==> src/hdl/rv_pkg.sv <==
package rv_pkg;

    localparam int XLEN   = 32;
    localparam int MEM_AW = 8; // 256 words

    // Major opcodes
    localparam logic [6:0] OPC_LOAD   = 7'b0000011;
    localparam logic [6:0] OPC_STORE  = 7'b0100011;
    localparam logic [6:0] OPC_ARITH  = 7'b0110011;
    localparam logic [6:0] OPC_BRANCH = 7'b1100011;
    localparam logic [6:0] OPC_ECALL  = 7'b1110011;

    // funct3 of the R-type operations
    // Sub is add with funct7[5] set
    localparam logic [2:0] ALU_F3_ADD = 3'b000;
    localparam logic [2:0] ALU_F3_SLT = 3'b010;
    localparam logic [2:0] ALU_F3_OR  = 3'b110;
    localparam logic [2:0] ALU_F3_AND = 3'b111;

    typedef enum logic [1:0] {
        ALU_ADD   = 2'b00,
        ALU_SUB   = 2'b01,
        ALU_FUNCT = 2'b10
    } alu_op_t;

    typedef enum logic [3:0] {
        INST_FETCH            = 4'd0,
        INST_DECODE_REG_FETCH = 4'd1,
        MEM_ADDR_COMPUTATION  = 4'd2,
        MEM_ACCESS_READ       = 4'd3,
        WB_STEP               = 4'd4,
        MEM_ACCESS_WRITE      = 4'd5,
        EXECUTION             = 4'd6,
        R_TYPE_COMPLETION     = 4'd7,
        BRANCH_COMPLETION     = 4'd8,
        HALT                  = 4'd9
    } cu_state_t;

    typedef struct packed {
        logic       pc_write_cond;
        logic       pc_write;
        logic       i_or_d;     // 1 selects ALUOut as memory address
        logic       mem_read;
        logic       mem_write;
        logic       mem_to_reg;
        logic       ir_write;
        logic       pc_source;  // 1 selects ALUOut as next PC
        logic       reg_write;
        logic       halted;
        alu_op_t    alu_op;
        logic       alu_src_a;  // 1 selects A
        logic [1:0] alu_src_b;  // 00 B, 01 four, 10 immediate
    } ctrl_t;

endpackage

==> src/hdl/control_unit.sv <==
`timescale 1ns/1ps

module control_unit (
    input  logic          clk,
    input  logic          reset,
    input  logic [6:0]    opcode,
    output rv_pkg::ctrl_t ctrl
);
    import rv_pkg::*;

    cu_state_t state;

    always_ff @(posedge clk) begin
        if (reset) begin
            state <= INST_FETCH;
        end else begin
            case (state)
                INST_FETCH: state <= INST_DECODE_REG_FETCH;
                INST_DECODE_REG_FETCH: begin
                    case (opcode)
                        OPC_LOAD, OPC_STORE: state <= MEM_ADDR_COMPUTATION;
                        OPC_ARITH:           state <= EXECUTION;
                        OPC_BRANCH:          state <= BRANCH_COMPLETION;
                        OPC_ECALL:           state <= HALT;
                        default:             state <= INST_FETCH; // Unknown opcode
                    endcase
                end
                MEM_ADDR_COMPUTATION: begin
                    if (opcode == OPC_STORE) begin
                        state <= MEM_ACCESS_WRITE;
                    end else begin
                        state <= MEM_ACCESS_READ;
                    end
                end
                MEM_ACCESS_READ:   state <= WB_STEP;
                WB_STEP:           state <= INST_FETCH;
                MEM_ACCESS_WRITE:  state <= INST_FETCH;
                EXECUTION:         state <= R_TYPE_COMPLETION;
                R_TYPE_COMPLETION: state <= INST_FETCH;
                BRANCH_COMPLETION: state <= INST_FETCH;
                HALT:              state <= HALT; // Left only by reset
                default:           state <= INST_FETCH;
            endcase
        end
    end

    always_comb begin
        ctrl = '0;
        case (state)
            INST_FETCH: begin
                ctrl.mem_read  = 1'b1;
                ctrl.ir_write  = 1'b1;
                ctrl.alu_src_b = 2'b01;
                ctrl.pc_write  = 1'b1;
            end
            INST_DECODE_REG_FETCH: begin
                ctrl.alu_src_b = 2'b10; // Branch target into ALUOut
            end
            MEM_ADDR_COMPUTATION: begin
                ctrl.alu_src_a = 1'b1;
                ctrl.alu_src_b = 2'b10;
            end
            MEM_ACCESS_READ: begin
                ctrl.mem_read = 1'b1;
                ctrl.i_or_d   = 1'b1;
            end
            WB_STEP: begin
                ctrl.reg_write  = 1'b1;
                ctrl.mem_to_reg = 1'b1;
            end
            MEM_ACCESS_WRITE: begin
                ctrl.mem_write = 1'b1;
                ctrl.i_or_d    = 1'b1;
            end
            EXECUTION: begin
                ctrl.alu_src_a = 1'b1;
                ctrl.alu_op    = ALU_FUNCT;
            end
            R_TYPE_COMPLETION: ctrl.reg_write = 1'b1;
            BRANCH_COMPLETION: begin
                ctrl.alu_src_a     = 1'b1;
                ctrl.alu_op        = ALU_SUB;
                ctrl.pc_write_cond = 1'b1;
                ctrl.pc_source     = 1'b1;
            end
            HALT: ctrl.halted = 1'b1;
            default: ;
        endcase
    end

endmodule

==> config.mk <==
export PLATFORM = sky130hd
export DESIGN_NAME = control_unit
export DESIGN_NICKNAME = d
export VERILOG_FILES = /design/src/hdl/rv_pkg.sv /design/src/hdl/control_unit.sv
export SDC_FILE = /design/constraint.sdc
export NUM_CORES = 1
export LEC_CHECK = 0
export BUFFER_PORTS_ARGS = -buffer_cell sky130_fd_sc_hd__buf_4
export CAP_MARGIN = 25
export CORE_AREA = 2 2 39 41
export CTS_CLUSTER_SIZE = 24
export DETAILED_ROUTE_END_ITERATION = 8
export DIE_AREA = 0 0 41 43
export REMOVE_ABC_BUFFERS = 1
export SYNTH_ARGS = -nofsm -noshare
export SYNTH_HDL_FRONTEND = slang
export SYNTH_SLANG_ARGS = --single-unit
export TNS_END_PERCENT = 100
==> constraint.sdc <==
create_clock -name clk -period 1.8 [get_ports clk]
set_clock_uncertainty 0.15 [all_clocks]
set_input_delay 0.18 -clock clk [delete_from_list [all_inputs] [get_ports clk]]
set_output_delay 0.18 -clock clk [all_outputs]
set_load 0.005 [all_outputs]
**Yosys cells after proc, flatten, opt, wreduce, memory -nomap -nowiden**

Index checks and enable logic that the tools add are counted.

- Register bits: 4
- Bits of input ports: 9
- Output and inout bits: 15
- Logic and storage cells: 36

- Eq/ne operators: 14
- Multiplexer cells: 14
- Reductions and logical operators: 7

Operator list:

| cell | number |
|---|---|
| 4-bit one-hot mux with 6 select lines | 1 |
| 4-bit by 3-bit == test with 1-bit output, second input constant | 4 |
| 4-bit one-hot mux with 4 select lines | 1 |
| 7-bit by 6-bit == test with 1-bit output, second input constant | 2 |
| 7-bit == test, second input constant | 2 |
| 2-bit OR reduction | 5 |
| 1-bit 2-to-1 mux | 9 |
| 4-bit by 2-bit == test with 1-bit output, second input constant | 2 |
| 4-bit == test, second input constant | 2 |
| 2-bit one-hot mux with 2 select lines | 2 |
| 7-bit by 2-bit == test with 1-bit output, second input constant | 1 |
| 4-bit by 1-bit == test with 1-bit output, second input constant | 1 |
| 4-bit logical NOT | 1 |
| 3-bit 2-to-1 mux | 1 |
| 3-bit OR reduction | 1 |

**Depth between registers and ports, before layout**

Gate-level depths: netlist (run 1).

- Depth after elaboration: 4
- Gate-level depth with buffers: 4
- Mapped depth without buffers: 3

**Least setup slack after synthesis (run 1)**

OpenSTA, ideal clock, no wires.

- Path kind: flip-flop to output port
- Start point: register state[0]
- End point: output ctrl[13] (netlist bit)
- Arrival: 1099 ps
- Required time: 1470 ps
- Slack: 371 ps
- Stages on the path, launching flop included: 4
- Buffers on the path: 2
- Path through: dfxtp_1 -> buf_4 -> nor4_1 -> buf_4

RTL lines:

| element | line | source |
|---|---|---|
| start: declaration | control_unit.sv:11 | `cu_state_t state;` |
| start signal: assignment | control_unit.sv:15 | `state <= INST_FETCH;` |
| start signal: assignment | control_unit.sv:18 | `INST_FETCH: state <= INST_DECODE_REG_FETCH;` |
| start signal: assignment | control_unit.sv:21 | `OPC_LOAD, OPC_STORE: state <= MEM_ADDR_COMPUTATION;` |
| end: declaration | control_unit.sv:7 | `output rv_pkg::ctrl_t ctrl` |

==> results of run 1 <==
[final timing paths]
path                            startpoint       end  slack (ns)  depth (start not counted)
worst min register to register    state[0]  state[2]        0.45                          2
worst max register to register    state[1]  state[1]        0.35                          3
worst min-delay path             opcode[4]  state[0]        0.09                          3
worst max-delay path              state[0]   ctrl[1]        0.14                          4
[per-stage QoR]
step	util	power, W	worst slack, ns	instance area [um^2]
after floorplan	-	0.000128	0.356	400
after global placement	0.439	0.000166	0.223	608
after detailed placement	0.439	0.000166	0.211	608
after CTS	0.464	0.000288	0.0291	642
after global routing	0.466	0.000304	0.0390	644
final	0.466	0.000285	0.143	644
[critical path, cell delays in order, from the launching register on]
cell	delay (ns)
dfxtp_2	0.41
nand2b_1	0.23
nand2_1	0.12
and3_1	0.20
buf_4	0.13
[power breakdown]
part / internal [W] / switching [W] / total (W) / leakage [nW]
clock network: 0.0000750 / 0.0000432 / 0.000118 / 0.0138
registers: 0.0000915 / 0.00000507 / 0.0000966 / 0.0338
logic: 0.0000433 / 0.0000273 / 0.0000706 / 0.254
total: 0.000210 / 0.0000756 / 0.000285 / 0.301
[final cells by class]
| type | instances | area [um^2] |
|---|---|---|
| clock buffer | 3 | 22.5 |
| tap | 16 | 20.0 |
| multi-input combinational | 40 | 313 |
| inverter | 2 | 7.51 |
| fill | 153 | 739 |
| timing repair buffer | 26 | 198 |
| sequential | 4 | 83.8 |
[cells by family after synthesis]
logic type	synth area share
xor gates and xnor gates	0.0374
AOI/OAI and AO/OA	0.211
DFF	0.171
and+or+nand+nor	0.396
muxes	0.0241
buffers and inverters	0.160
[per-layer routing]
metal | vias up | track usage
met1 | 205 | 0.173
met4 | 0 | 0.100
met3 | 4 | 0.0314
li1 | 242 | -
met2 | 22 | 0.216
met5 | - | 0
[placed cells by master, fill, tap and decap left out]
cell            n
a2111oi_2       1
a31oi_1         1
xor2_1          2
a221oi_2        2
o21bai_1        1
nor4b_4         1
nor3b_1         1
and2_1          1
inv_1           2
and3b_1         1
o32a_1          1
dfxtp_1         1
nand2_1         2
nor4_1          2
nand2b_4        1
a21o_1          1
nand4_1         1
buf_4          25
mux2_2          1
nor2b_1         1
nand4b_1        1
dlygate4sd3_1   1
nor2_1          5
nand2b_1        4
a311o_1         1
clkbuf_4        3
nor3_1          3
and4bb_2        1
a21oi_1         1
and3_1          2
o211ai_1        1
dfxtp_2         3
[what timing repair did]
item / in CTS / in global routing
hold buffers: 1 / 0
setup endpoints to repair: 1 / 6
endpoints found under the hold margin: 3 / 0
resized for setup: 1 / 2
cloned: 0 / 0
==> impl_metrics.csv, run 1 <==
group,metric,value,unit
run_status,status,"finished, final reports clean",
floorplan,die_y,43,um
synth,synth_commonest_cells,"6 x buf_4, 5 x nor2_1, 4 x dfxtp_1, 4 x nand2b_1, 3 x nor3_1",
power,leakage,0.301,nW
clocking,worstSkewPairLatency,0.25,ns
global_routing,grt_pass1_wl,1720,um
final_layout,nets,86,
placement,finalWeightedCongestion,0.809,
final_layout,diodes,0,
sta,fmaxAchievable,0.604,GHz
synth,synth_edf_count,0,
worst_setup_path,critPathCaptureType,"primary output",
final_layout,top_regs,"state (4)",
floorplan,start_util,0.338,
worst_setup_path,worstPathArrival,1.33,ns
detailed_routing,drt_iter0_drc,9,
final_layout,final_cells,91,
power,power.density,443,nW/um^2
final_layout,syn_to_final_growth,37.7,%
detailed_routing,via_count,473,
detailed_routing,viasPerCell,5.20,
placement,portBuffers,23,
job,drv_cap,0,
detailed_routing,drc,0,
power,worst_ir_drop_vdd,0.000224,V
sta,timing.final.max_slew_violations,0,
final_layout,drive_gt1_frac,0.507,
clocking,clk_pin_slew,0.04,ns
floorplan,die_area,1760,um^2
clocking,cts_num_sinks,4,
worst_hold_path,hp-class,"input port to register",
clocking,cts.htree.levels,1,
global_routing,grt_pass1_vias,418,
global_routing,gr-usage-all-layers,0.144,
global_routing,grt_max_degree,13,
final_layout,largest-register,"state",
sta,tightest_slew,0.455,ns
detailed_routing,postRouteAntennaNets,0,
synth,ys_top_cells_by_area,"dfxtp_1 17%, buf_4 9.6%, a221oi_2 6.4%",
clocking,clockBufferDepth,2,
detailed_routing,highest_layer,"met4",
synth,yosysMostFrequentCell,"buf_4",
synth,synthFlopType,"dfxtp_1",
sta,setup_tns,0,ns
detailed_routing,dr.pass1.iters,4,
worst_setup_path,path_max_fanout,9,
detailed_routing,routed-wl-met2,493,um
detailed_routing,dr_wl_met3,104,um
synth,netlist.area_leader.share,0.171,
synth,ys_seq_area_frac,0.171,
clocking,cts-buffers-inserted,3,
synth,yosys_warnings,0,
floorplan,die_x,41,um
synth,syn_area_per_cell,8.67,um^2
detailed_routing,drt-met1-wl,480,um
detailed_routing,drt-wirelength-per-cell,12.2,um
clocking,postCtsSetupRepairBufs,0,
synth,async_flop_share,0,
floorplan,rows,14,
synth,synth_cell_types,30,
clocking,cts_tree,"built",
worst_setup_path,path_class,"register to primary output",
synth,synthCells,54,
sta,rsz0062_at_grt,"false",
sta,hold_viol,0,
placement,dp.cells,87,
sta,min_period_over_period,0.920,
sta,setup_violations,0,
global_routing,grt_antenna_before_repair,0,
placement,hpwl,884,um
worst_setup_path,startpoint_type,"register",
synth,yosys_register_bits,4,
sta,period_minus_slack,1.66,ns
floorplan,io_pins,24,
clocking,clock-root-buffer,"clkbuf_4",
detailed_routing,wl,1110,um
sta,slew_headroom,0.694,
synth,yosysTopAreaCell,"dfxtp_1",
worst_setup_path,crit_required,1.47,ns
global_routing,overflow,0,
synth,netlist_area,468,um^2
floorplan,core,1380,um^2
sta,whs,0.0930,ns
final_layout,largest_reg_flops,4,
(Power assumes the default switching activity.)
==> run 2: changes to the inputs <==
clock period = 2.1 ns   (was 1.8 ns; I/O delays follow)
==> run 2 against run 1 <==
Compared with the run above:
- clock power down 16%
- utilization down 2.1 points
- setup slack better by 0.12 ns
- register-to-register slack better by 0.17 ns
- design area down 4.5%
- critical endpoint unchanged
- highest routed layer unchanged
==> impl_metrics.csv, run 2 (synthesis results as in run 1) <==
group,metric,value,unit
final_layout,regArea,80.1,um^2
detailed_routing,via_count,464,
detailed_routing,drc,0,
detailed_routing,drt_iter0_drc,1,
final_layout,finalInstanceArea,616,um^2
power,leakage,0.286,nW
detailed_routing,dr.pass1.iters,2,
clocking,cts_resized,0,
sta,whs,0.0158,ns
global_routing,overflow,0,
worst_setup_path,r2r_slack,0.52,ns
clocking,clock-root-buffer,"clkbuf_4",
worst_setup_path,startpoint_type,"register",
detailed_routing,drt-met1-wl,499,um
worst_setup_path,crit_required,1.74,ns
detailed_routing,drt-wirelength-per-cell,12.1,um
global_routing,grt_pass1_vias,405,
detailed_routing,viasPerCell,5.27,
floorplan,core,1380,um^2
final_layout,diodes,0,
global_routing,gr-usage-all-layers,0.144,
detailed_routing,dr_wl_met3,83,um
power,power.density,387,nW/um^2
sta,slew_headroom,0.675,
floorplan,die_y,43,um
floorplan,io_pins,24,
sta,setup_tns,0,ns
floorplan,start_util,0.338,
worst_hold_path,hp-class,"input port to register",
clocking,clockBufferDepth,2,
placement,finalWeightedCongestion,0.766,
floorplan,rows,14,
global_routing,grt_pass1_wl,1740,um
sta,rsz0062_at_grt,"false",
final_layout,largest-register,"state",
clocking,worstSkewPairLatency,0.24,ns
placement,place_area,593,um^2
sta,min_period_over_period,0.876,
final_layout,syn_to_final_growth,31.6,%
floorplan,die_area,1760,um^2
final_layout,multi_input_area,313,um^2
floorplan,die_x,41,um
run_status,status,"finished, final reports clean",
clocking,clk_pin_slew,0.04,ns
clocking,cts_num_sinks,4,
sta,setup_violations,0,
final_layout,mostFrequentLayoutCells,"23 x buf_4, 5 x nor2_1, 4 x nand2b_1, 4 x dfxtp_1",
worst_setup_path,worstPathArrival,1.48,ns
final_layout,fillers,134,
final_layout,largest_reg_flops,4,
global_routing,grt_antenna_before_repair,0,
clocking,cts.htree.levels,1,
clocking,cts_tree,"built",
sta,timing.final.max_slew_violations,0,
power,worst_ir_drop_vdd,0.000228,V
placement,portBuffers,23,
clocking,postCtsSetupRepairBufs,0,
global_routing,grt_max_degree,13,
final_layout,drive_gt1_frac,0.458,
clocking,cts-buffers-inserted,3,
final_layout,final_common_cell,"buf_4",
job,drv_cap,0,
detailed_routing,postRouteAntennaNets,0,
sta,fmaxAchievable,0.544,GHz
sta,tightest_slew,0.486,ns
sta,period_minus_slack,1.84,ns
sta,hold_viol,0,
final_layout,top_regs,"state (4)",
detailed_routing,wl,1070,um
clocking,holdBufCountCts,0,
worst_setup_path,path_max_fanout,11,
worst_setup_path,path_class,"register to primary output",
detailed_routing,highest_layer,"met4",
final_layout,nets,83,
placement,hpwl,824,um
power,power.total,0.000238,W
worst_setup_path,critPathCaptureType,"primary output",
detailed_routing,routed-wl-met2,456,um
run 2: changes by cell type in the layout (fill, tap and decap cells not counted), sizes merged:
cell	previous run	this run
buf	25	23
dlygate4sd3	1	0
run 2: metal layers:
metal | up-vias | GRT usage
li1 | 237 | -
met1 | 200 | 0.189
met2 | 23 | 0.209
met3 | 4 | 0.0157
met4 | 0 | 0.100
met5 | - | 0
run 2: per-stage QoR:
| stage | std cells | setup slack, ns | util |
|---|---|---|---|
| after global routing | 88 | 0.107 | 0.445 |
| after CTS | 88 | 0.261 | 0.445 |
| after global placement | 85 | 0.528 | 0.429 |
| after floorplan | 46 | 0.656 | - |
| after detailed placement | 85 | 0.514 | 0.429 |
| final | 88 | 0.261 | 0.445 |
run 2: worst max-delay path, cell delays in order, from the launching register on:
cell      delay, ns
dfxtp_1        0.58
nand2b_4       0.25
nand2_1        0.09
and3_1         0.19
buf_4          0.13
run 2: area by class of cell:
type | instances | area share
Clock buffer | 3 | 0.0366
Sequential cell | 4 | 0.130
Timing Repair Buffer | 23 | 0.280
Inverter | 2 | 0.0122
Tap cell | 16 | 0.0325
Multi-Input combinational cell | 40 | 0.508
run 2: worst paths after layout:
path              startpoint        to  cells past startpoint
setup / recovery    state[1]   ctrl[1]                      4
setup reg to reg    state[1]  state[2]                      3
hold reg to reg     state[3]  state[3]                      2
hold / removal         reset  state[1]                      2
run 2: report_power, final:
| part | switching [W] | leakage (nW) | total [W] | internal, W |
|---|---|---|---|---|
| registers | 0.00000569 | 0.0326 | 0.0000838 | 0.0000781 |
| clock network | 0.0000349 | 0.0138 | 0.0000990 | 0.0000641 |
| logic | 0.0000212 | 0.239 | 0.0000552 | 0.0000340 |
