[src/hdl/rv_pkg.sv]
package rv_pkg;

    localparam int XLEN   = 32;
    localparam int MEM_AW = 8; // 256 words

    // Major opcodes
    localparam logic [6:0] OPC_LOAD   = 7'b0000011;
    localparam logic [6:0] OPC_STORE  = 7'b0100011;
    localparam logic [6:0] OPC_ARITH  = 7'b0110011;
    localparam logic [6:0] OPC_BRANCH = 7'b1100011;
    localparam logic [6:0] OPC_ECALL  = 7'b1110011;

    // funct3 of the R-type operations
    // Sub is add with funct7[5] set
    localparam logic [2:0] ALU_F3_ADD = 3'b000;
    localparam logic [2:0] ALU_F3_SLT = 3'b010;
    localparam logic [2:0] ALU_F3_OR  = 3'b110;
    localparam logic [2:0] ALU_F3_AND = 3'b111;

    typedef enum logic [1:0] {
        ALU_ADD   = 2'b00,
        ALU_SUB   = 2'b01,
        ALU_FUNCT = 2'b10
    } alu_op_t;

    typedef enum logic [3:0] {
        INST_FETCH            = 4'd0,
        INST_DECODE_REG_FETCH = 4'd1,
        MEM_ADDR_COMPUTATION  = 4'd2,
        MEM_ACCESS_READ       = 4'd3,
        WB_STEP               = 4'd4,
        MEM_ACCESS_WRITE      = 4'd5,
        EXECUTION             = 4'd6,
        R_TYPE_COMPLETION     = 4'd7,
        BRANCH_COMPLETION     = 4'd8,
        HALT                  = 4'd9
    } cu_state_t;

    typedef struct packed {
        logic       pc_write_cond;
        logic       pc_write;
        logic       i_or_d;     // 1 selects ALUOut as memory address
        logic       mem_read;
        logic       mem_write;
        logic       mem_to_reg;
        logic       ir_write;
        logic       pc_source;  // 1 selects ALUOut as next PC
        logic       reg_write;
        logic       halted;
        alu_op_t    alu_op;
        logic       alu_src_a;  // 1 selects A
        logic [1:0] alu_src_b;  // 00 B, 01 four, 10 immediate
    } ctrl_t;

endpackage

[src/hdl/alu.sv]
`timescale 1ns/1ps

module alu (
    input  logic [31:0]     a,
    input  logic [31:0]     b,
    input  rv_pkg::alu_op_t alu_op,
    input  logic [2:0]      funct3,
    input  logic            funct7_5,
    output logic [31:0]     result,
    output logic            zero
);
    import rv_pkg::*;

    always_comb begin
        case (alu_op)
            ALU_SUB: result = a - b;
            ALU_FUNCT: begin
                case (funct3)
                    ALU_F3_ADD: result = funct7_5 ? (a - b) : (a + b);
                    ALU_F3_AND: result = a & b;
                    ALU_F3_OR:  result = a | b;
                    ALU_F3_SLT: result = {31'd0, $signed(a) < $signed(b)};
                    default:    result = a + b;
                endcase
            end
            default: result = a + b; // Address and PC arithmetic
        endcase
    end

    assign zero = (result == 32'd0);

endmodule

[src/hdl/register_file.sv]
`timescale 1ns/1ps

module register_file (
    input  logic        clk,
    input  logic        we,
    input  logic [4:0]  rs1,
    input  logic [4:0]  rs2,
    input  logic [4:0]  rd,
    input  logic [4:0]  dbg_addr,
    input  logic [31:0] wdata,
    output logic [31:0] rdata1,
    output logic [31:0] rdata2,
    output logic [31:0] dbg_data
);
    logic [31:0] regs [32];

    always_ff @(posedge clk) begin
        if (we && rd != 5'd0) begin
            regs[rd] <= wdata;
        end
    end

    // x0 always reads zero whatever the array holds
    assign rdata1   = (rs1 == 5'd0) ? 32'd0 : regs[rs1];
    assign rdata2   = (rs2 == 5'd0) ? 32'd0 : regs[rs2];
    assign dbg_data = (dbg_addr == 5'd0) ? 32'd0 : regs[dbg_addr];

endmodule

[src/hdl/datapath.sv]
`timescale 1ns/1ps

module datapath (
    input  logic          clk,
    input  logic          reset,
    input  rv_pkg::ctrl_t ctrl,
    output logic [6:0]    opcode,
    output logic [31:0]   mem_addr,
    output logic [31:0]   mem_wdata,
    input  logic [31:0]   mem_rdata,
    input  logic [4:0]    dbg_reg_addr,
    output logic [31:0]   dbg_reg_data
);
    import rv_pkg::*;

    logic [XLEN-1:0] pc;
    logic [XLEN-1:0] pc_of_ir; // Address of the instruction in IR
    logic [XLEN-1:0] ir;
    logic [XLEN-1:0] mdr;
    logic [XLEN-1:0] a_reg;
    logic [XLEN-1:0] b_reg;
    logic [XLEN-1:0] alu_out;

    logic [XLEN-1:0] rdata1;
    logic [XLEN-1:0] rdata2;
    logic [XLEN-1:0] imm;
    logic [XLEN-1:0] src_a;
    logic [XLEN-1:0] src_b;
    logic [XLEN-1:0] alu_result;
    logic [XLEN-1:0] pc_next;
    logic [XLEN-1:0] reg_wdata;
    logic            zero;

    assign opcode = ir[6:0];

    always_comb begin
        case (opcode)
            OPC_STORE:  imm = {{20{ir[31]}}, ir[31:25], ir[11:7]};
            OPC_BRANCH: imm = {{19{ir[31]}}, ir[31], ir[7], ir[30:25], ir[11:8], 1'b0};
            default:    imm = {{20{ir[31]}}, ir[31:20]};
        endcase
    end

    // Fetch adds to PC and decode to the address of the fetched instruction
    always_comb begin
        if (ctrl.alu_src_a) begin
            src_a = a_reg;
        end else if (ctrl.ir_write) begin
            src_a = pc;
        end else begin
            src_a = pc_of_ir;
        end
    end

    always_comb begin
        case (ctrl.alu_src_b)
            2'b00:   src_b = b_reg;
            2'b01:   src_b = 32'd4;
            default: src_b = imm;
        endcase
    end

    assign pc_next   = ctrl.pc_source ? alu_out : alu_result;
    assign mem_addr  = ctrl.i_or_d ? alu_out : pc;
    assign mem_wdata = b_reg;
    assign reg_wdata = ctrl.mem_to_reg ? mdr : alu_out;

    always_ff @(posedge clk) begin
        if (reset) begin
            pc <= '0;
            ir <= '0;
        end else begin
            if (ctrl.pc_write || (ctrl.pc_write_cond && zero)) begin
                pc <= pc_next;
            end
            if (ctrl.ir_write) begin
                ir <= mem_rdata;
            end
        end
    end

    always_ff @(posedge clk) begin
        if (ctrl.ir_write) begin
            pc_of_ir <= pc;
        end
        if (ctrl.mem_read) begin
            mdr <= mem_rdata;
        end
        a_reg   <= rdata1;
        b_reg   <= rdata2;
        alu_out <= alu_result;
    end

    register_file i_register_file (
        .clk      (clk),
        .we       (ctrl.reg_write),
        .rs1      (ir[19:15]),
        .rs2      (ir[24:20]),
        .rd       (ir[11:7]),
        .dbg_addr (dbg_reg_addr),
        .wdata    (reg_wdata),
        .rdata1   (rdata1),
        .rdata2   (rdata2),
        .dbg_data (dbg_reg_data)
    );

    alu i_alu (
        .a        (src_a),
        .b        (src_b),
        .alu_op   (ctrl.alu_op),
        .funct3   (ir[14:12]),
        .funct7_5 (ir[30]),
        .result   (alu_result),
        .zero     (zero)
    );

endmodule

[config.mk]
export PLATFORM = sky130hd
export DESIGN_NAME = datapath
export DESIGN_NICKNAME = d
export VERILOG_FILES = /design/src/hdl/rv_pkg.sv /design/src/hdl/alu.sv /design/src/hdl/register_file.sv /design/src/hdl/datapath.sv
export SDC_FILE = /design/constraint.sdc
export NUM_CORES = 2
export LEC_CHECK = 0
export ABC_AREA = 1
export BUFFER_PORTS_ARGS = -buffer_cell sky130_fd_sc_hd__clkbuf_2
export CORE_ASPECT_RATIO = 1.5
export CORE_UTILIZATION = 25
export DETAILED_ROUTE_END_ITERATION = 12
export PLACE_DENSITY = 0.49
export SLEW_MARGIN = 5
export SYNTH_ARGS = -nofsm -noshare
export SYNTH_HDL_FRONTEND = slang
export SYNTH_SLANG_ARGS = --single-unit
export TNS_END_PERCENT = 30
[constraint.sdc]
create_clock -name clk -period 3.8 [get_ports clk]
set_input_delay 0.57 -clock clk [delete_from_list [all_inputs] [get_ports clk]]
set_output_delay 0.57 -clock clk [all_outputs]
set_load 0.01 [all_outputs]
### Word level (Yosys, flattened, before mapping)

Memories as Yosys holds them, arrays and structs flattened. A register that Yosys moved wholly into a read port is not among the register bits.
Cells that the tools add are included.
W data, S select, Z words.

| operators by class | value |
|---|---|
| add/subtract/negate cells | 2 |
| $mul | 0 |
| divide/modulo/power cells | 0 |
| magnitude comparators | 1 |
| equality and inequality tests | 8 |
| shift operators | 0 |
| multiplexer cells | 13 |
| bitwise operators | 2 |
| reductions and logical operators | 10 |

Operator list:

| cell | number |
|---|---|
| $mux W32 | 7 |
| $pmux W32 S2 | 2 |
| $pmux W32 S4 | 1 |
| $add A32 B32 Y32 | 1 |
| $and A32 B32 Y32 | 1 |
| $logic_not A32 Y1 | 1 |
| $lt A32 B32 Y1 | 1 |
| $or A32 B32 Y32 | 1 |
| $sub A32 B32 Y32 | 1 |
| $pmux W12 S2 | 1 |
| $logic_not A5 Y1 | 3 |
| $eq A7 B6 Y1 const B | 1 |
| $eq A7 B7 Y1 const B | 1 |
| $eq A3 B3 Y1 const B | 2 |
| $reduce_bool A5 Y1 | 1 |
| $eq A2 B1 Y1 const B | 2 |
| $eq A3 B2 Y1 const B | 1 |
| $logic_not A3 Y1 | 1 |
| $eq A2 B2 Y1 const B | 1 |
| $logic_and A1 B1 Y1 | 2 |
| $logic_not A2 Y1 | 1 |
| $mux W1 | 2 |
| $logic_or A1 B1 Y1 | 1 |

| storage, ports and cells | value |
|---|---|
| register bits after elaboration | 160 |
| latch bits | 0 |
| bits in writable memories | 1,024 |
| memory bits (read-only) | 0 |
| input bits | 54 |
| output and inout bits | 103 |
| logic and storage cells | 42 |
| memories | 1 |

Memories:

| memory | depth | bits a word | read ports | clocked after Yosys merged registers in | write ports | line | text |
|---|---|---|---|---|---|---|---|
| i_register_file.regs | 32 | 32 | 3 | 2 | 1 | register_file.sv:15 | `logic [31:0] regs [32];` |

### Logic depth before layout (Yosys ltp)

| depth | value |
|---|---|
| word-level depth | 10 |
| mapped depth | 37 |
| gate-level depth less buffers | 34 |

### Hierarchy

A second synthesis with hierarchy kept.

| unflattened totals | value |
|---|---|
| cells, all modules | 11,022 |
| area, all modules | 78,516.6 um2 |

Modules (own cells, without submodules):

| module | times used | cells each | area each (um2) | seq. area each (um2) |
|---|---|---|---|---|
| register_file | 1 | 8,384 | 62,368.6 | 30,749.5 |
| alu | 1 | 1,740 | 8,199.1 | 0.0 |
| datapath | 1 | 898 | 7,948.9 | 4,804.6 |

### Least setup slack after synthesis

No wires, ideal clock.

| path | value |
|---|---|
| kind | reg2reg |
| start point | register ir[20] |
| end point | register pc[11] |
| arrival time | 4.012 ns |
| data required time | 3.687 ns |
| setup slack | -0.325 ns |
| cell stages (with the launch flop) | 34 |
| path buffers | 6 |
| cells stage by stage | dfxtp_1 clkbuf_1 clkbuf_1 clkbuf_1 clkbuf_1 o211ai_1 o21ai_0 ha_1 inv_1 fa_1 nand3_1 nand3_2 nand2_1 nand3_2 nand2_1 nand2_1 nand2_1 nand3_1 nand3_1 nand2_1 nand2_1 nand2_1 nand2_1 nand2_1 nor2_1 nand2_1 nor2_2 nand2_4 nand2_4 buf_12 buf_6 nand2_1 nand2_1 nor2_1 |

| on the way | value |
|---|---|
| cells in the longest elaborated chain, start to end | 9 |
| elaborated cells between the ends (all ways) | 14 |
| those cells by class | add/sub (2); order compare (1); mux (6); bitwise (2); reduce/logical (3) |

RTL lines:

| item | line | text |
|---|---|---|
| from (decl) | datapath.sv:18 | `logic [XLEN-1:0] ir;` |
| from (signal assigned) | datapath.sv:77 | `ir <= mem_rdata;` |
| $pmux W12 S2 (*) | datapath.sv:37 | `case (opcode)` |
| $pmux W32 S2 (*) | datapath.sv:56 | `case (ctrl.alu_src_b)` |
| $add A32 B32 Y32 / $sub A32 B32 Y32 (equally long branches) | - |  |
| $mux W32 | alu.sv:19 | `ALU_F3_ADD: result = funct7_5 ? (a - b) : (a + b);` |
| $pmux W32 S4 | alu.sv:18 | `case (funct3)` |
| $pmux W32 S2 (*) | alu.sv:15 | `case (alu_op)` |
| $logic_not A32 Y1 | alu.sv:30 | `assign zero = (result == 32'd0);` |
| $logic_and A1 B1 Y1 | datapath.sv:73 | `if (ctrl.pc_write \|\| (ctrl.pc_write_cond && zero)) begin` |
| $logic_or A1 B1 Y1 | datapath.sv:73 |  |
| to (signal assigned) | datapath.sv:74 | `pc <= pc_next;` |
| to (decl) | datapath.sv:16 | `logic [XLEN-1:0] pc;` |

Every way passes the cells marked *; elsewhere a longest branch is shown, timed or not.
A chain may end at the register's enable or synchronous reset.

### Final worst setup path

| path | value |
|---|---|
| start point | register ir[2] |
| end point | register pc[25] |

| on the way | value |
|---|---|
| cells in the longest elaborated chain, start to end | 10 |
| elaborated cells between the ends (all ways) | 16 |
| those cells by class | add/sub (2); order compare (1); eq/ne (2); mux (6); bitwise (2); reduce/logical (3) |

RTL lines:

| item | line | text |
|---|---|---|
| $eq A7 B7 Y1 / $eq A7 B6 Y1 (equally long branches) | datapath.sv:37 |  |
| $pmux W12 S2 (*) | datapath.sv:37 |  |
| $pmux W32 S2 (*) | datapath.sv:56 |  |
| $add A32 B32 Y32 / $sub A32 B32 Y32 (equally long branches) | - |  |
| $mux W32 | alu.sv:19 |  |
| $pmux W32 S4 | alu.sv:18 |  |
| $pmux W32 S2 (*) | alu.sv:15 |  |
| via alu_result[2] | datapath.sv:29 | `logic [XLEN-1:0] alu_result;` |
| $logic_not A32 Y1 (*) | alu.sv:30 |  |
| $logic_and A1 B1 Y1 (*) | datapath.sv:73 |  |
| $logic_or A1 B1 Y1 (*) | datapath.sv:73 |  |

The timed path passes the listed nets; every way through them passes the cells marked *.

==> results.yml <==
drt:
  wl_um: 378000
  detailedRoute.firstPassIterationCount: 8
  ant_nets: 0
  overall_via_count_from_detail_route: 75800
  drt_first_iter_violations: 9406
  route.detailed.wl_per_inst_um: 27.5
  drc: 0
  routed_via_density: 5.53
placed_design:
  place_congestion: 0.965
  dp_hpwl_um: 249000
  port-buffer-count: 154
  place_area_um2: 84900
  pre_cts_ws_ns: -1.86
synthesis:
  arithmetic_cell_share_of_the_synthesized_area_counting_full_adders_half_adders_and_majority_gates_pct: 1.71
  yosys.cell_types.count: 65
  synthesis.instances: 9202
  synth.most_common_cell: "sky130_fd_sc_hd__o21ai_0"
  ys.warnings.count: 0
  synth.largest_area_cell: "sky130_fd_sc_hd__edfxtp_1"
  synth_compound_area_share_pct: 26.6
  synth_top_area_share_pct: 42.8
  syn_avg_cell_area_um2: 8.06
  synth_xor_xnor_area_share_pct: 0.0827
  commonest_cells_in_the_synthesized_netlist: "1776 x sky130_fd_sc_hd__o21ai_0, 1407 x sky130_fd_sc_hd__nand2_1, 1056 x sky130_fd_sc_hd__edfxtp_1"
  yosysSeqAreaShare_pct: 47.9
  synth_area_leaders: "sky130_fd_sc_hd__edfxtp_1 43%, sky130_fd_sc_hd__o21ai_0 12%, sky130_fd_sc_hd__nand2_1 7.1%"
  async_set_reset_flop_share_out_of_synthesis_pct: 0
  synth-simple-area-share_pct: 14.8
  synth_mux_area_share_pct: 0.393
  synth_top_family_by_area: "compound AO/OA/AOI/OAI gates"
  synth_area_um2: 74200
  synth_edf_count: 1056
  yosys_register_bits: 1248
  ys_dominant_reg_cell: "sky130_fd_sc_hd__edfxtp_1"
pwr:
  p_sw_mw: 14.2
  power.share.switching_pct: 34.2
  leakagePower_nw: 34.4
  p_seq_share_pct: 39.4
  power.density_nw_per_um2: 456
  p_total_mw: 41.4
  share_of_total_power_in_combinational_logic_pct: 28.9
  clkPwrFrac_pct: 31.7
  int_pwr_mw: 27.3
  ir_drop_mv: 0.370
setup_path:
  timing.critical_path.max_delay_family: "simple AND/OR/NAND/NOR gates"
  worst_ep_required_time_ns: 4.45
  timing.critical_path.slowest_stage_cell: "sky130_fd_sc_hd__fa_2"
  timing.setup.critical_path_class: "reg -> reg"
  critical_path_arrival_ns: 4.96
  cpPeakStageDelay_ns: 0.36
  cp_max_fo: 8
  path_buf_inv: 6
  cp-start-kind: "flop"
  cp-end-kind: "flop"
grt:
  gr-total-overflow: 0
  grt_pass1_vias: 72500
  global_route_wire_length_before_repair_um: 526000
  grt_use_total_pct: 24.4
  pin_count_of_the_biggest_net_entering_global_routing: 104
  grt_antenna_before_repair: 17
floorplan:
  die_width_um: 447
  placementRows: 244
  initial_utilization_pct: 25.2
  floorplan.io_pins: 157
  die_area_um2: 299000
  core_um2: 295000
  dieHeight_um: 669
cells_and_area:
  largest_register_ffs: 1024
  layout.filler_cells: 30700
  layout.cell_area.non_filler_um2: 90900
  final_net_count: 9816
  registers.top_by_ff_count: "i_register_file.regs"
  area_delta_synth_final_pct: 22.6
  fraction_of_layout_instances_using_a_drive_strength_above_1_pct: 16.9
clock_tree:
  max-clock-path-buffers: 3
  tritoncts.num_buffers: 121
  clk-insertion-delay-late_ns: 0.79
  cts_tree: "built"
  cts.root.buffer_cell: "sky130_fd_sc_hd__clkbuf_16"
  clock_sinks: 1248
  clk_pin_slew_ns: 0.07
  ctsHtreeMaxLevel: 3
run_status:
  outcome: "finished, violations left"
  violations: "negative setup slack"
sta:
  rsz0062_at_grt: "true"
  timing.final.ws_setup_ns: -0.512
  ratio_of_final_minimum_period_to_clock_period_pct: 113
  setup_viol: 32
  slew_violations: 0
  worst_hold_slack_ns: 0.0482
  hold_viol_final: 0
  tightest_slew_ns: 1.19
  fin_crit_ns: 4.31
  fin_skew_ns: 0.0427
  fmax_mhz: 232
  maxSlewHeadroom_pct: 20.3
min_path:
  hold_class: "in -> reg"
run:
  cap_violations: 0
## stage by stage
stage,instances,utilization (%),TNS [ns]
final,13700,30.9,-14.83
after detailed placement,13400,28.8,-66.55
after global placement,13400,28.8,-66.57
after global routing,13700,30.8,-21.45
after CTS,13700,30.7,-13.16
after floorplan,9233,-,0
## cell families after synthesis
kind of cell	after synthesis
adders and majority gates	100
and+or+nand+nor	2677
buffers and inverters	1632
muxes	26
other	1
xor gates and xnor gates	7
DFF	1248
AOI/OAI and AO/OA	3511
## area by class of cell
class,count,area [um2],area share (%)
Clock inverter,69,752,0.827
Inverter,896,3410,3.76
Timing Repair Buffer,1042,8750,9.63
Multi-Input combinational cell,6353,34000,37.4
Clock buffer,159,3450,3.79
Antenna cell,11,27.5,0.0303
Tap cell,3936,4920,5.42
Sequential cell,1248,35600,39.2
## placed cells by master (no fill, tap or decap), drive strengths merged, types with 117 or more instances in the layout
| cell | Yosys | routed |
|---|---|---|
| a211oi | 117 | 117 |
| a21oi | 904 | 904 |
| buf | 122 | 884 |
| clkbuf | 614 | 310 |
| dfxtp | 192 | 192 |
| edfxtp | 1056 | 1056 |
| inv | 879 | 892 |
| nand2 | 1423 | 1423 |
| nand3 | 443 | 443 |
| nor2 | 726 | 726 |
| o211ai | 312 | 312 |
| o21ai | 1791 | 1791 |
## per-layer routing
metal	track usage [%]	routed length, um	up-vias
li1	-	-	33300
met4	16.1	28800	12
met2	40.6	176000	4799
met3	3.85	34100	1277
met5	0	92	-
met1	28.9	139000	36400
## final timing paths
kind	startpoint	endpoint	slack, ns	cells past startpoint
worst min-delay path	mem_rdata[1]	mdr[1]	0.05	1
worst max register to register	ir[2]	pc[25]	-0.51	32
worst min register to register	pc_of_ir[7]	pc_of_ir[7]	0.47	2
worst max-delay path	ir[2]	pc[25]	-0.51	32
## power groups by stage
stage | combinational, mW | sequential (mW) | clock, mW
3_5_place_dp | 11.1 | 16.6 | 0
5_1_grt | 12.7 | 16.4 | 13.8
4_1_cts | 11.5 | 16.3 | 13.3
2_1_floorplan | 5.32 | 16.4 | 0
6_report | 12.0 | 16.3 | 13.1
3_3_place_gp | 11.1 | 16.6 | 0
## timing repair
| action | in CTS | in global routing |
|---|---|---|
| hold buffers | 7 | 0 |
| buffers inserted | 19 | 11 |
| pin swaps | 46 | 57 |
| hold endpoints to repair | 7 | 0 |
| gates resized for setup | 207 | 145 |
| gates cloned | 4 | 1 |
| endpoints found under the setup margin | 46 | 45 |
Note: power is estimated with default switching activity, not from simulation.
